===== config.mk =====
export PLATFORM = sky130hd
export DESIGN_NAME = header_top
export DESIGN_NICKNAME = d
export VERILOG_FILES = /design/src/stream_pkg.sv /design/src/tree_pkg.sv /design/src/header_top.sv /design/src/bit_packer.sv /design/src/header_synth.sv /design/src/tree_walker.sv /design/src/tree_store.sv
export VERILOG_INCLUDE_DIRS = /design/src
export SDC_FILE = /design/constraint.sdc
export NUM_CORES = 1
export LEC_CHECK = 0
export BUFFER_PORTS_ARGS = -buffer_cell sky130_fd_sc_hd__buf_2
export CELL_PAD_IN_SITES_DETAIL_PLACEMENT = 1
export CELL_PAD_IN_SITES_GLOBAL_PLACEMENT = 1
export CORE_MARGIN = 4
export CORE_UTILIZATION = 24
export DETAILED_ROUTE_END_ITERATION = 10
export GPL_ROUTABILITY_DRIVEN = 0
export PLACE_DENSITY_LB_ADDON = 0.1
export RECOVER_POWER = 50
export SLEW_MARGIN = 20
export SYNTH_ARGS = -nofsm -noshare
export SYNTH_HDL_FRONTEND = slang
export SYNTH_HIERARCHICAL = 1
export SYNTH_SLANG_ARGS = --single-unit

===== constraint.sdc =====
create_clock -name clk -period 5.8 [get_ports clk]
set_input_delay 0.87 -clock clk [delete_from_list [all_inputs] [get_ports clk]]
set_output_delay 0.87 -clock clk [all_outputs]
set_load 0.02 [all_outputs]

===== src/header_cfg.svh =====
`ifndef HEADER_CFG_SVH
`define HEADER_CFG_SVH

// tree capacity, also the depth of the node memory
`define HDR_MAX_NODES 64

// node address width, enough to index every node
`define HDR_IDX_W 6

// character index carried by a leaf
`define HDR_CHAR_W 8

// number of left edges from the root to a leaf
`define HDR_LEFTS_W 8

// walker stack, one frame per internal node on the current path
`define HDR_STACK_DEPTH 32

`endif

===== src/stream_pkg.sv =====
package stream_pkg;

    // one header bit on its way to the packer
    typedef struct packed {
        logic value;
        logic last;   // final bit of the whole header
    } hdr_bit_t;

    // one output byte, msb was the earliest header bit
    typedef struct packed {
        logic [7:0] data;
        logic       last;   // final byte, zero padded
    } hdr_byte_t;

endpackage


===== src/tree_pkg.sv =====
`include "header_cfg.svh"

package tree_pkg;

    typedef logic [`HDR_IDX_W-1:0] node_idx_t;

    typedef struct packed {
        logic                                  is_leaf; // tag bit, 1 for a leaf
        logic [2*`HDR_IDX_W-`HDR_CHAR_W-1:0]   pad;
        logic [`HDR_CHAR_W-1:0]                ch;
    } leaf_word_t;

    typedef struct packed {
        logic      is_leaf; // tag bit, 0 for an internal node
        node_idx_t left;
        node_idx_t right;
    } inner_word_t;

    // the same 13-bit word read either as a leaf or as an internal node
    typedef union packed {
        leaf_word_t  leaf;
        inner_word_t inner;
    } node_word_t;

    typedef enum bit {leaf_ev, back_ev} ev_kind_t;

    typedef struct packed {
        ev_kind_t                kind;
        logic [`HDR_CHAR_W-1:0]  ch;
        logic                    is_left;
        logic [`HDR_LEFTS_W-1:0] lefts;
        logic                    last;   // final event of the walk
    } tree_event_t;

endpackage


===== src/header_top.sv =====
`timescale 1ns/1ps

module header_top import tree_pkg::*, stream_pkg::*; (
    input  logic       clk,
    input  logic       rst,
    input  logic       node_valid,
    output logic       node_ready,
    input  node_word_t node_data,
    input  logic       start,
    output logic       busy,
    output logic       out_valid,
    input  logic       out_ready,
    output hdr_byte_t  out_byte
);
    logic        store_ready;
    logic        store_wr_valid;
    logic        walk_busy;
    logic        walk_start;
    logic        clear;
    node_idx_t   rd_addr;
    node_word_t  rd_data;
    logic        ev_valid;
    logic        ev_ready;
    tree_event_t ev;
    logic        bit_valid;
    logic        bit_ready;
    hdr_bit_t    bit_data;

    // the final byte can still be waiting after the walker goes idle
    assign busy           = walk_busy | out_valid;
    assign node_ready     = store_ready & ~busy;
    assign store_wr_valid = node_valid & ~busy;
    assign walk_start     = start & ~busy;

    tree_store u_store (
        .clk(clk), .rst(rst), .wr_valid(store_wr_valid), .wr_ready(store_ready),
        .wr_data(node_data), .clear(clear), .rd_addr(rd_addr), .rd_data(rd_data)
    );

    tree_walker u_walker (
        .clk(clk), .rst(rst), .start(walk_start), .busy(walk_busy), .rd_addr(rd_addr),
        .rd_data(rd_data), .ev_valid(ev_valid), .ev_ready(ev_ready), .ev(ev), .clear(clear)
    );

    header_synth u_synth (
        .clk(clk), .rst(rst), .ev_valid(ev_valid), .ev_ready(ev_ready), .ev(ev),
        .bit_valid(bit_valid), .bit_ready(bit_ready), .bit_data(bit_data)
    );

    bit_packer u_packer (
        .clk(clk), .rst(rst), .bit_valid(bit_valid), .bit_ready(bit_ready),
        .bit_data(bit_data), .out_valid(out_valid), .out_ready(out_ready), .out_byte(out_byte)
    );

endmodule


===== src/bit_packer.sv =====
`timescale 1ns/1ps

module bit_packer import stream_pkg::*; (
    input  logic      clk,
    input  logic      rst,
    input  logic      bit_valid,
    output logic      bit_ready,
    input  hdr_bit_t  bit_data,
    output logic      out_valid,
    input  logic      out_ready,
    output hdr_byte_t out_byte
);
    logic [6:0] acc;      // collected bits, newest in the lsb
    logic [2:0] cnt;      // bits already held in acc
    logic [7:0] merged;
    logic       xfer;
    logic       full;

    assign bit_ready = !out_valid || out_ready;   // held off while a byte waits
    assign xfer      = bit_valid && bit_ready;
    assign full      = (cnt == 3'd7) || bit_data.last;
    // left align so the earliest bit lands in the msb and the tail is zero
    assign merged    = {acc, bit_data.value} << (3'd7 - cnt);

    always_ff @(posedge clk, posedge rst) begin
        if (rst) begin
            out_valid <= 1'b0;
            cnt       <= '0;
        end else begin
            if (out_valid && out_ready) begin
                out_valid <= 1'b0;
            end
            if (xfer) begin
                if (full) begin
                    out_valid <= 1'b1;
                    cnt       <= '0;
                end else begin
                    cnt <= cnt + 1'b1;
                end
            end
        end
    end

    always_ff @(posedge clk) begin
        if (xfer) begin
            acc <= {acc[5:0], bit_data.value};
            if (full) begin
                out_byte <= '{data: merged, last: bit_data.last};
            end
        end
    end

endmodule


===== src/header_synth.sv =====
`timescale 1ns/1ps
`include "header_cfg.svh"

module header_synth import tree_pkg::*, stream_pkg::*; (
    input  logic        clk,
    input  logic        rst,
    input  logic        ev_valid,
    output logic        ev_ready,
    input  tree_event_t ev,
    output logic        bit_valid,
    input  logic        bit_ready,
    output hdr_bit_t    bit_data
);
    localparam int SH_W  = `HDR_CHAR_W + 1;
    localparam int CNT_W = $clog2(SH_W + 1);

    logic             active;
    logic             lefts_phase;   // shifting the left count of a left leaf
    logic [SH_W-1:0]  shreg;
    logic [CNT_W-1:0] remain;        // bits left in the current segment
    logic             seg_end;
    logic             final_bit;
    logic             xfer;

    assign xfer      = bit_valid && bit_ready;
    assign seg_end   = (remain == CNT_W'(1));
    assign final_bit = seg_end && (ev.kind == back_ev || !ev.is_left || lefts_phase);

    assign bit_valid      = active;
    assign bit_data.value = shreg[SH_W-1];   // msb first
    assign bit_data.last  = final_bit && ev.last;
    assign ev_ready       = xfer && final_bit;   // event retires with its final bit

    always_ff @(posedge clk, posedge rst) begin
        if (rst) begin
            active      <= 1'b0;
            lefts_phase <= 1'b0;
            remain      <= '0;
        end else if (!active) begin
            if (ev_valid) begin
                active      <= 1'b1;
                lefts_phase <= 1'b0;
                remain      <= (ev.kind == leaf_ev) ? CNT_W'(SH_W) : CNT_W'(1);
            end
        end else if (xfer) begin
            if (final_bit) begin
                active <= 1'b0;
            end else if (seg_end) begin
                lefts_phase <= 1'b1;   // character done, the left count follows
                remain      <= CNT_W'(SH_W);
            end else begin
                remain <= remain - 1'b1;
            end
        end
    end

    always_ff @(posedge clk) begin
        if (!active && ev_valid) begin
            // a back event is a single 0 taken from the cleared msb
            shreg <= (ev.kind == leaf_ev) ? {1'b1, ev.ch} : '0;
        end else if (xfer) begin
            if (seg_end) begin
                shreg <= {1'b1, ev.lefts};
            end else begin
                shreg <= {shreg[SH_W-2:0], 1'b0};
            end
        end
    end

endmodule


===== src/tree_walker.sv =====
`timescale 1ns/1ps
`include "header_cfg.svh"

module tree_walker import tree_pkg::*; (
    input  logic        clk,
    input  logic        rst,
    input  logic        start,
    output logic        busy,
    output node_idx_t   rd_addr,
    input  node_word_t  rd_data,
    output logic        ev_valid,
    input  logic        ev_ready,
    output tree_event_t ev,
    output logic        clear
);
    localparam int SP_W = $clog2(`HDR_STACK_DEPTH) + 1;

    typedef struct packed {
        node_idx_t               next_idx;   // right child, visited once the left side is done
        logic                    right_side; // set while the right subtree is being walked
        logic [`HDR_LEFTS_W-1:0] lefts;      // left edges from the root to this node
    } frame_t;

    typedef enum logic [2:0] {st_idle, st_fetch, st_visit, st_emit, st_return} state_t;

    state_t                  state;
    frame_t                  stack [`HDR_STACK_DEPTH];
    logic [SP_W-1:0]         sp;
    logic [SP_W-1:0]         top_ptr;
    frame_t                  top;
    node_idx_t               cur;
    logic                    cur_left;
    logic [`HDR_LEFTS_W-1:0] cur_lefts;
    logic                    is_leaf;

    assign rd_addr = cur;
    assign top_ptr = sp - 1'b1;
    assign top     = stack[top_ptr[SP_W-2:0]];
    assign is_leaf = rd_data.leaf.is_leaf;

    always_ff @(posedge clk, posedge rst) begin
        if (rst) begin
            state     <= st_idle;
            sp        <= '0;
            cur       <= '0;
            cur_left  <= 1'b0;
            cur_lefts <= '0;
            busy      <= 1'b0;
            ev_valid  <= 1'b0;
            clear     <= 1'b0;
        end else begin
            clear <= 1'b0;
            case (state)
                st_idle: begin
                    if (start) begin
                        busy      <= 1'b1;
                        sp        <= '0;
                        cur       <= '0;   // node 0 is the root
                        cur_left  <= 1'b0;
                        cur_lefts <= '0;
                        state     <= st_fetch;
                    end
                end
                st_fetch: state <= st_visit;   // address out, node word back next cycle
                st_visit: begin
                    if (is_leaf) begin
                        ev_valid <= 1'b1;
                        state    <= st_emit;
                    end else begin
                        sp        <= sp + 1'b1;   // push and descend left
                        cur       <= rd_data.inner.left;
                        cur_left  <= 1'b1;
                        cur_lefts <= cur_lefts + 1'b1;
                        state     <= st_fetch;
                    end
                end
                st_emit: begin
                    if (ev_ready) begin
                        ev_valid <= 1'b0;
                        if (ev.last) begin
                            busy  <= 1'b0;
                            clear <= 1'b1;   // lets the host load the next tree
                            state <= st_idle;
                        end else begin
                            state <= st_return;
                        end
                    end
                end
                st_return: begin
                    if (!top.right_side) begin
                        cur       <= top.next_idx;
                        cur_left  <= 1'b0;
                        cur_lefts <= top.lefts;
                        state     <= st_fetch;
                    end else begin
                        sp       <= sp - 1'b1;   // right subtree finished, backtrack
                        ev_valid <= 1'b1;
                        state    <= st_emit;
                    end
                end
                default: state <= st_idle;
            endcase
        end
    end

    always_ff @(posedge clk) begin
        if (state == st_visit) begin
            if (is_leaf) begin
                ev <= '{kind: leaf_ev, ch: rd_data.leaf.ch, is_left: cur_left,
                        lefts: cur_lefts, last: (sp == '0)};
            end else begin
                stack[sp[SP_W-2:0]] <= '{next_idx: rd_data.inner.right, right_side: 1'b0,
                                         lefts: cur_lefts};
            end
        end
        if (state == st_return) begin
            if (!top.right_side) begin
                stack[top_ptr[SP_W-2:0]].right_side <= 1'b1;
            end else begin
                ev <= '{kind: back_ev, ch: '0, is_left: 1'b0, lefts: '0,
                        last: (sp == SP_W'(1))};   // popping the root ends the walk
            end
        end
    end

endmodule


===== src/tree_store.sv =====
`timescale 1ns/1ps
`include "header_cfg.svh"

module tree_store import tree_pkg::*; (
    input  logic       clk,
    input  logic       rst,
    input  logic       wr_valid,
    output logic       wr_ready,
    input  node_word_t wr_data,
    input  logic       clear,
    input  node_idx_t  rd_addr,
    output node_word_t rd_data
);
    localparam int PTR_W = $clog2(`HDR_MAX_NODES) + 1;

    node_word_t       mem [`HDR_MAX_NODES];
    logic [PTR_W-1:0] wr_ptr;
    logic [PTR_W-1:0] ptr_next;
    logic             wr_fire;

    assign wr_fire = wr_valid && wr_ready;

    always_comb begin
        ptr_next = wr_ptr;
        if (clear) begin
            ptr_next = '0;   // next load starts over at the root
        end else if (wr_fire) begin
            ptr_next = wr_ptr + 1'b1;
        end
    end

    always_ff @(posedge clk, posedge rst) begin
        if (rst) begin
            wr_ptr   <= '0;
            wr_ready <= 1'b0;
        end else begin
            wr_ptr   <= ptr_next;
            wr_ready <= (ptr_next != PTR_W'(`HDR_MAX_NODES));   // stop once the memory is full
        end
    end

    always_ff @(posedge clk) begin
        if (wr_fire) begin
            mem[wr_ptr[`HDR_IDX_W-1:0]] <= wr_data;
        end
        rd_data <= mem[rd_addr];   // one cycle read latency
    end

endmodule


==> impl_metrics.env <==
export IMPL_status="finished, violations left"
export IMPL_failed_checks="capacitance limit, slew limit"
export IMPL_cts_hold_buf=0
export IMPL_first_global_vias=31200
export IMPL_rsz0062_at_grt="no"
export IMPL_numPortBuffers=29
export IMPL_multi_input_area_mm2=0.0132
export IMPL_synth_area_leaders="edfxtp_1, mux4_2, dfrtp_1"
export IMPL_routed_wl_um=169000
export IMPL_crit_family="buffers and inverters"
export IMPL_nFillCells=23800
export IMPL_worst_clock_skew_ns=0.0474
export IMPL_numCtsBuffers=169
export IMPL_cp_data_required_time_ns=6.48
export IMPL_cts_tree="yes"
export IMPL_hp_class="primary input to asynchronous set/reset pin"
export IMPL_grt_overflow=0
export IMPL_final_seq_area_mm2=0.0419
export IMPL_cp_end_kind="flip-flop"
export IMPL_max_freq_mhz=210
export IMPL_pre_cts_slack_ns=1.57
export IMPL_final_hold_violation_count=0
export IMPL_postRouteAntennaNets=0
export IMPL_ys_types=93
export IMPL_ir_worst_vdd_mv=0.416
export IMPL_cap_violations=19
export IMPL_cts_root_buffer_cell="clkbuf_16"
export IMPL_die_w_um=491
export IMPL_io_pins=30
export IMPL_vias_per_cell=4.54
export IMPL_synth_flop_cell="edfxtp_1"
export IMPL_die_h_um=491
export IMPL_clock_sinks=1414
export IMPL_setup_viol=0
export IMPL_h_tree_depth=4
export IMPL_path_max_fanout=24
export IMPL_cts_setup_buffers=0
export IMPL_syn_area_per_cell_um2=19.4
export IMPL_track_usage_pct=13.9
export IMPL_fin_ws_ns=1.03
export IMPL_setup_tns_ns=0
export IMPL_vias=28500
export IMPL_drtIter0Drc=2116
export IMPL_relSlewSlack_pct=-168
export IMPL_antenna_found_initial=15
export IMPL_fp_dieArea_mm2=0.241
export IMPL_synth_edf_count=1337
export IMPL_netlist_area_mm2=0.0560
export IMPL_crit_arrival_ns=5.46
export IMPL_place_area_mm2=0.0605
export IMPL_slew_violations=966
export IMPL_fin_area_mm2=0.0658
export IMPL_clkLatencyLatePin_ns=0.83
export IMPL_cp_num_buf_inv=3
export IMPL_crit_path_cell_trace="inv_2 -> ha_1 -> xnor2_1 -> o22ai_1 -> buf_4 -> a32o_1 -> nor4_4 -> clkbuf_1 -> or3b_4 -> o21ai_0 -> a22o_1"
export IMPL_cts_resized=0
export IMPL_cpPeakStageDelay_ns=0.89
export IMPL_rows=177
export IMPL_wire_per_inst_um=27.0
export IMPL_drc_errors=0
export IMPL_power_density_mw_per_mm2=485
export IMPL_fin_crit_sh_pct=82.3
export IMPL_drt_pass1_iter_count=5
export IMPL_cts_path_max_buffers=3
export IMPL_syn_inst=2887
export IMPL_hpwl_um=104000
export IMPL_synth_most_common_cell="edfxtp_1"
export IMPL_yosysTopAreaCellShare_pct=71.7
export IMPL_criticalPathCategory="flip-flop to flip-flop"
export IMPL_synth_fp_nets=2914
export IMPL_reg2reg_setup_slack_ns=1.03
export IMPL_fin_nets=3100
export IMPL_start_util_pct=24.1
export IMPL_area_growth_pct=17.5
export IMPL_asyncSetResetFlopFracSynth_pct=3.18
export IMPL_synthTopCellsByCount="edfxtp_1, mux4_2, nand2_1"
export IMPL_worstMarginPinSlew_ns=4.02
export IMPL_core_area_mm2=0.233
export IMPL_finalCriticalPeriod_ns=4.77
export IMPL_grt_max_degree=121
export IMPL_yosysWarnings=6
export IMPL_p_total_w=0.0319
export IMPL_seq_area_frac_synth_pct=74.8
export IMPL_slowest_stage="ha_1"
export IMPL_start_kind="flip-flop"
export IMPL_yosys_area_top_type="edfxtp_1"
export IMPL_cts_reportedPaths_clkPinSlew_ns=0.06
export IMPL_grt_pass1_wl_um=241000
export IMPL_p_leak_nw=20.2
export IMPL_drive_gt1_share_pct=24.3
export IMPL_ys_ff_latch=1414
[stage by stage]
| step | utilization, % | std cells | hold WS (ns) |
|---|---|---|---|
| 6_report | 28.3 | 6265 | 0.237 |
| 5_1_grt | 28.3 | 6261 | 0.217 |
| 4_1_cts | 28.4 | 6259 | 0.00599 |
| 3_5_place_dp | 26.0 | 5945 | 0.457 |
| 3_3_place_gp | 26.0 | 5945 | 0.451 |
| 2_1_floorplan | - | 2887 | 0.419 |
[worst register-to-register path: cells and delay by family (launching register included)]
family	cells	cell delay (ns)
AOI/OAI and AO/OA	4	0.85
adders and majority gates	1	0.89
and+or+nand+nor	2	0.72
DFF	1	0.64
buffers and inverters	3	1.33
xor gates and xnor gates	1	0.21
[cells by family (layout without fill, tap and decap cells)]
| logic type | after synthesis | count (layout) | share of synthesized area, % |
|---|---|---|---|
| AO/OA/AOI/OAI | 289 | 289 | 3.66 |
| AND/OR/NAND/NOR | 567 | 567 | 4.59 |
| flip-flops | 1414 | 1414 | 74.8 |
| other | 0 | 6 | 0 |
| XOR/XNOR | 13 | 13 | 0.237 |
| multiplexers | 406 | 406 | 14.7 |
| buffers and inverters | 189 | 518 | 1.76 |
| adder cells (fa/ha/maj) | 9 | 9 | 0.201 |
[worst paths after layout]
check / startpoint / endpoint / cells past startpoint
max: u_walker/sp[0] / u_walker/sp[4] / 11
min: rst / u_packer/out_valid / 2
max reg2reg: u_walker/sp[0] / u_walker/sp[4] / 11
min reg2reg: u_walker/ev[8] / u_walker/ev[8] / 2
max in group asynchronous: rst / u_walker/rd_addr[2] / 3
min in group clk: u_walker/ev[8] / u_walker/ev[8] / 2
[per-layer routing]
layer	track usage (%)	wire, µm	vias to the layer above
li1	-	-	12100
met1	20.0	80500	15600
met2	22.3	79200	568
met3	1.95	6670	185
met4	3.15	2850	0
met5	0	0	-
[final cells by class]
type	instances	share of cell area (%)
Tap cell	3043	5.79
Antenna cell	6	0.0228
Clock buffer	222	6.84
Inverter	23	0.131
Timing Repair Buffer	181	1.79
Sequential cell	1414	63.7
Clock inverter	92	1.69
Multi-Input combinational cell	1284	20.0
[power by group]
| group | leakage (nW) | internal [W] | switching [W] |
|---|---|---|---|
| Sequential | 12.9 | 0.0119 | 0.000563 |
| Combinational | 4.61 | 0.00334 | 0.00560 |
| Clock | 2.69 | 0.00617 | 0.00439 |
[cells in the final DEF, fill, tap and decap left out, types with 10 or more instances in the layout]
master	instances
a21oi_1	42
buf_2	17
nor2_1	173
nand2_1	212
nor2b_2	13
buf_4	96
a31oi_1	31
nand2b_1	12
a32oi_1	14
mux2i_1	45
o22ai_1	45
dfxtp_1	32
nor2b_1	19
nor2_2	15
clkbuf_1	108
mux2_2	26
nand3_1	33
clkinv_2	24
edfxtp_1	1337
bufinv_16	14
a211oi_1	17
nor3_1	24
o21ai_0	45
clkbuf_16	170
dfrtp_1	42
mux4_2	329
nor3b_1	10
inv_1	22
clkinv_1	26
[flip-flops by register name, summed over array words and instances, names as in the netlist, 3 cells and up]
name                cells
u_store/mem           832
u_walker/stack        480
u_walker/ev            19
u_store/rd_data        13
u_packer/out_byte       9
u_synth/shreg           9
u_walker/cur_lefts      8
u_packer/acc            7
u_store/wr_ptr          7
u_walker/rd_addr        6
u_walker/sp             6
u_synth/remain          4
u_packer/cnt            3
u_walker/state          3
Power figures use the tool's default switching activity.
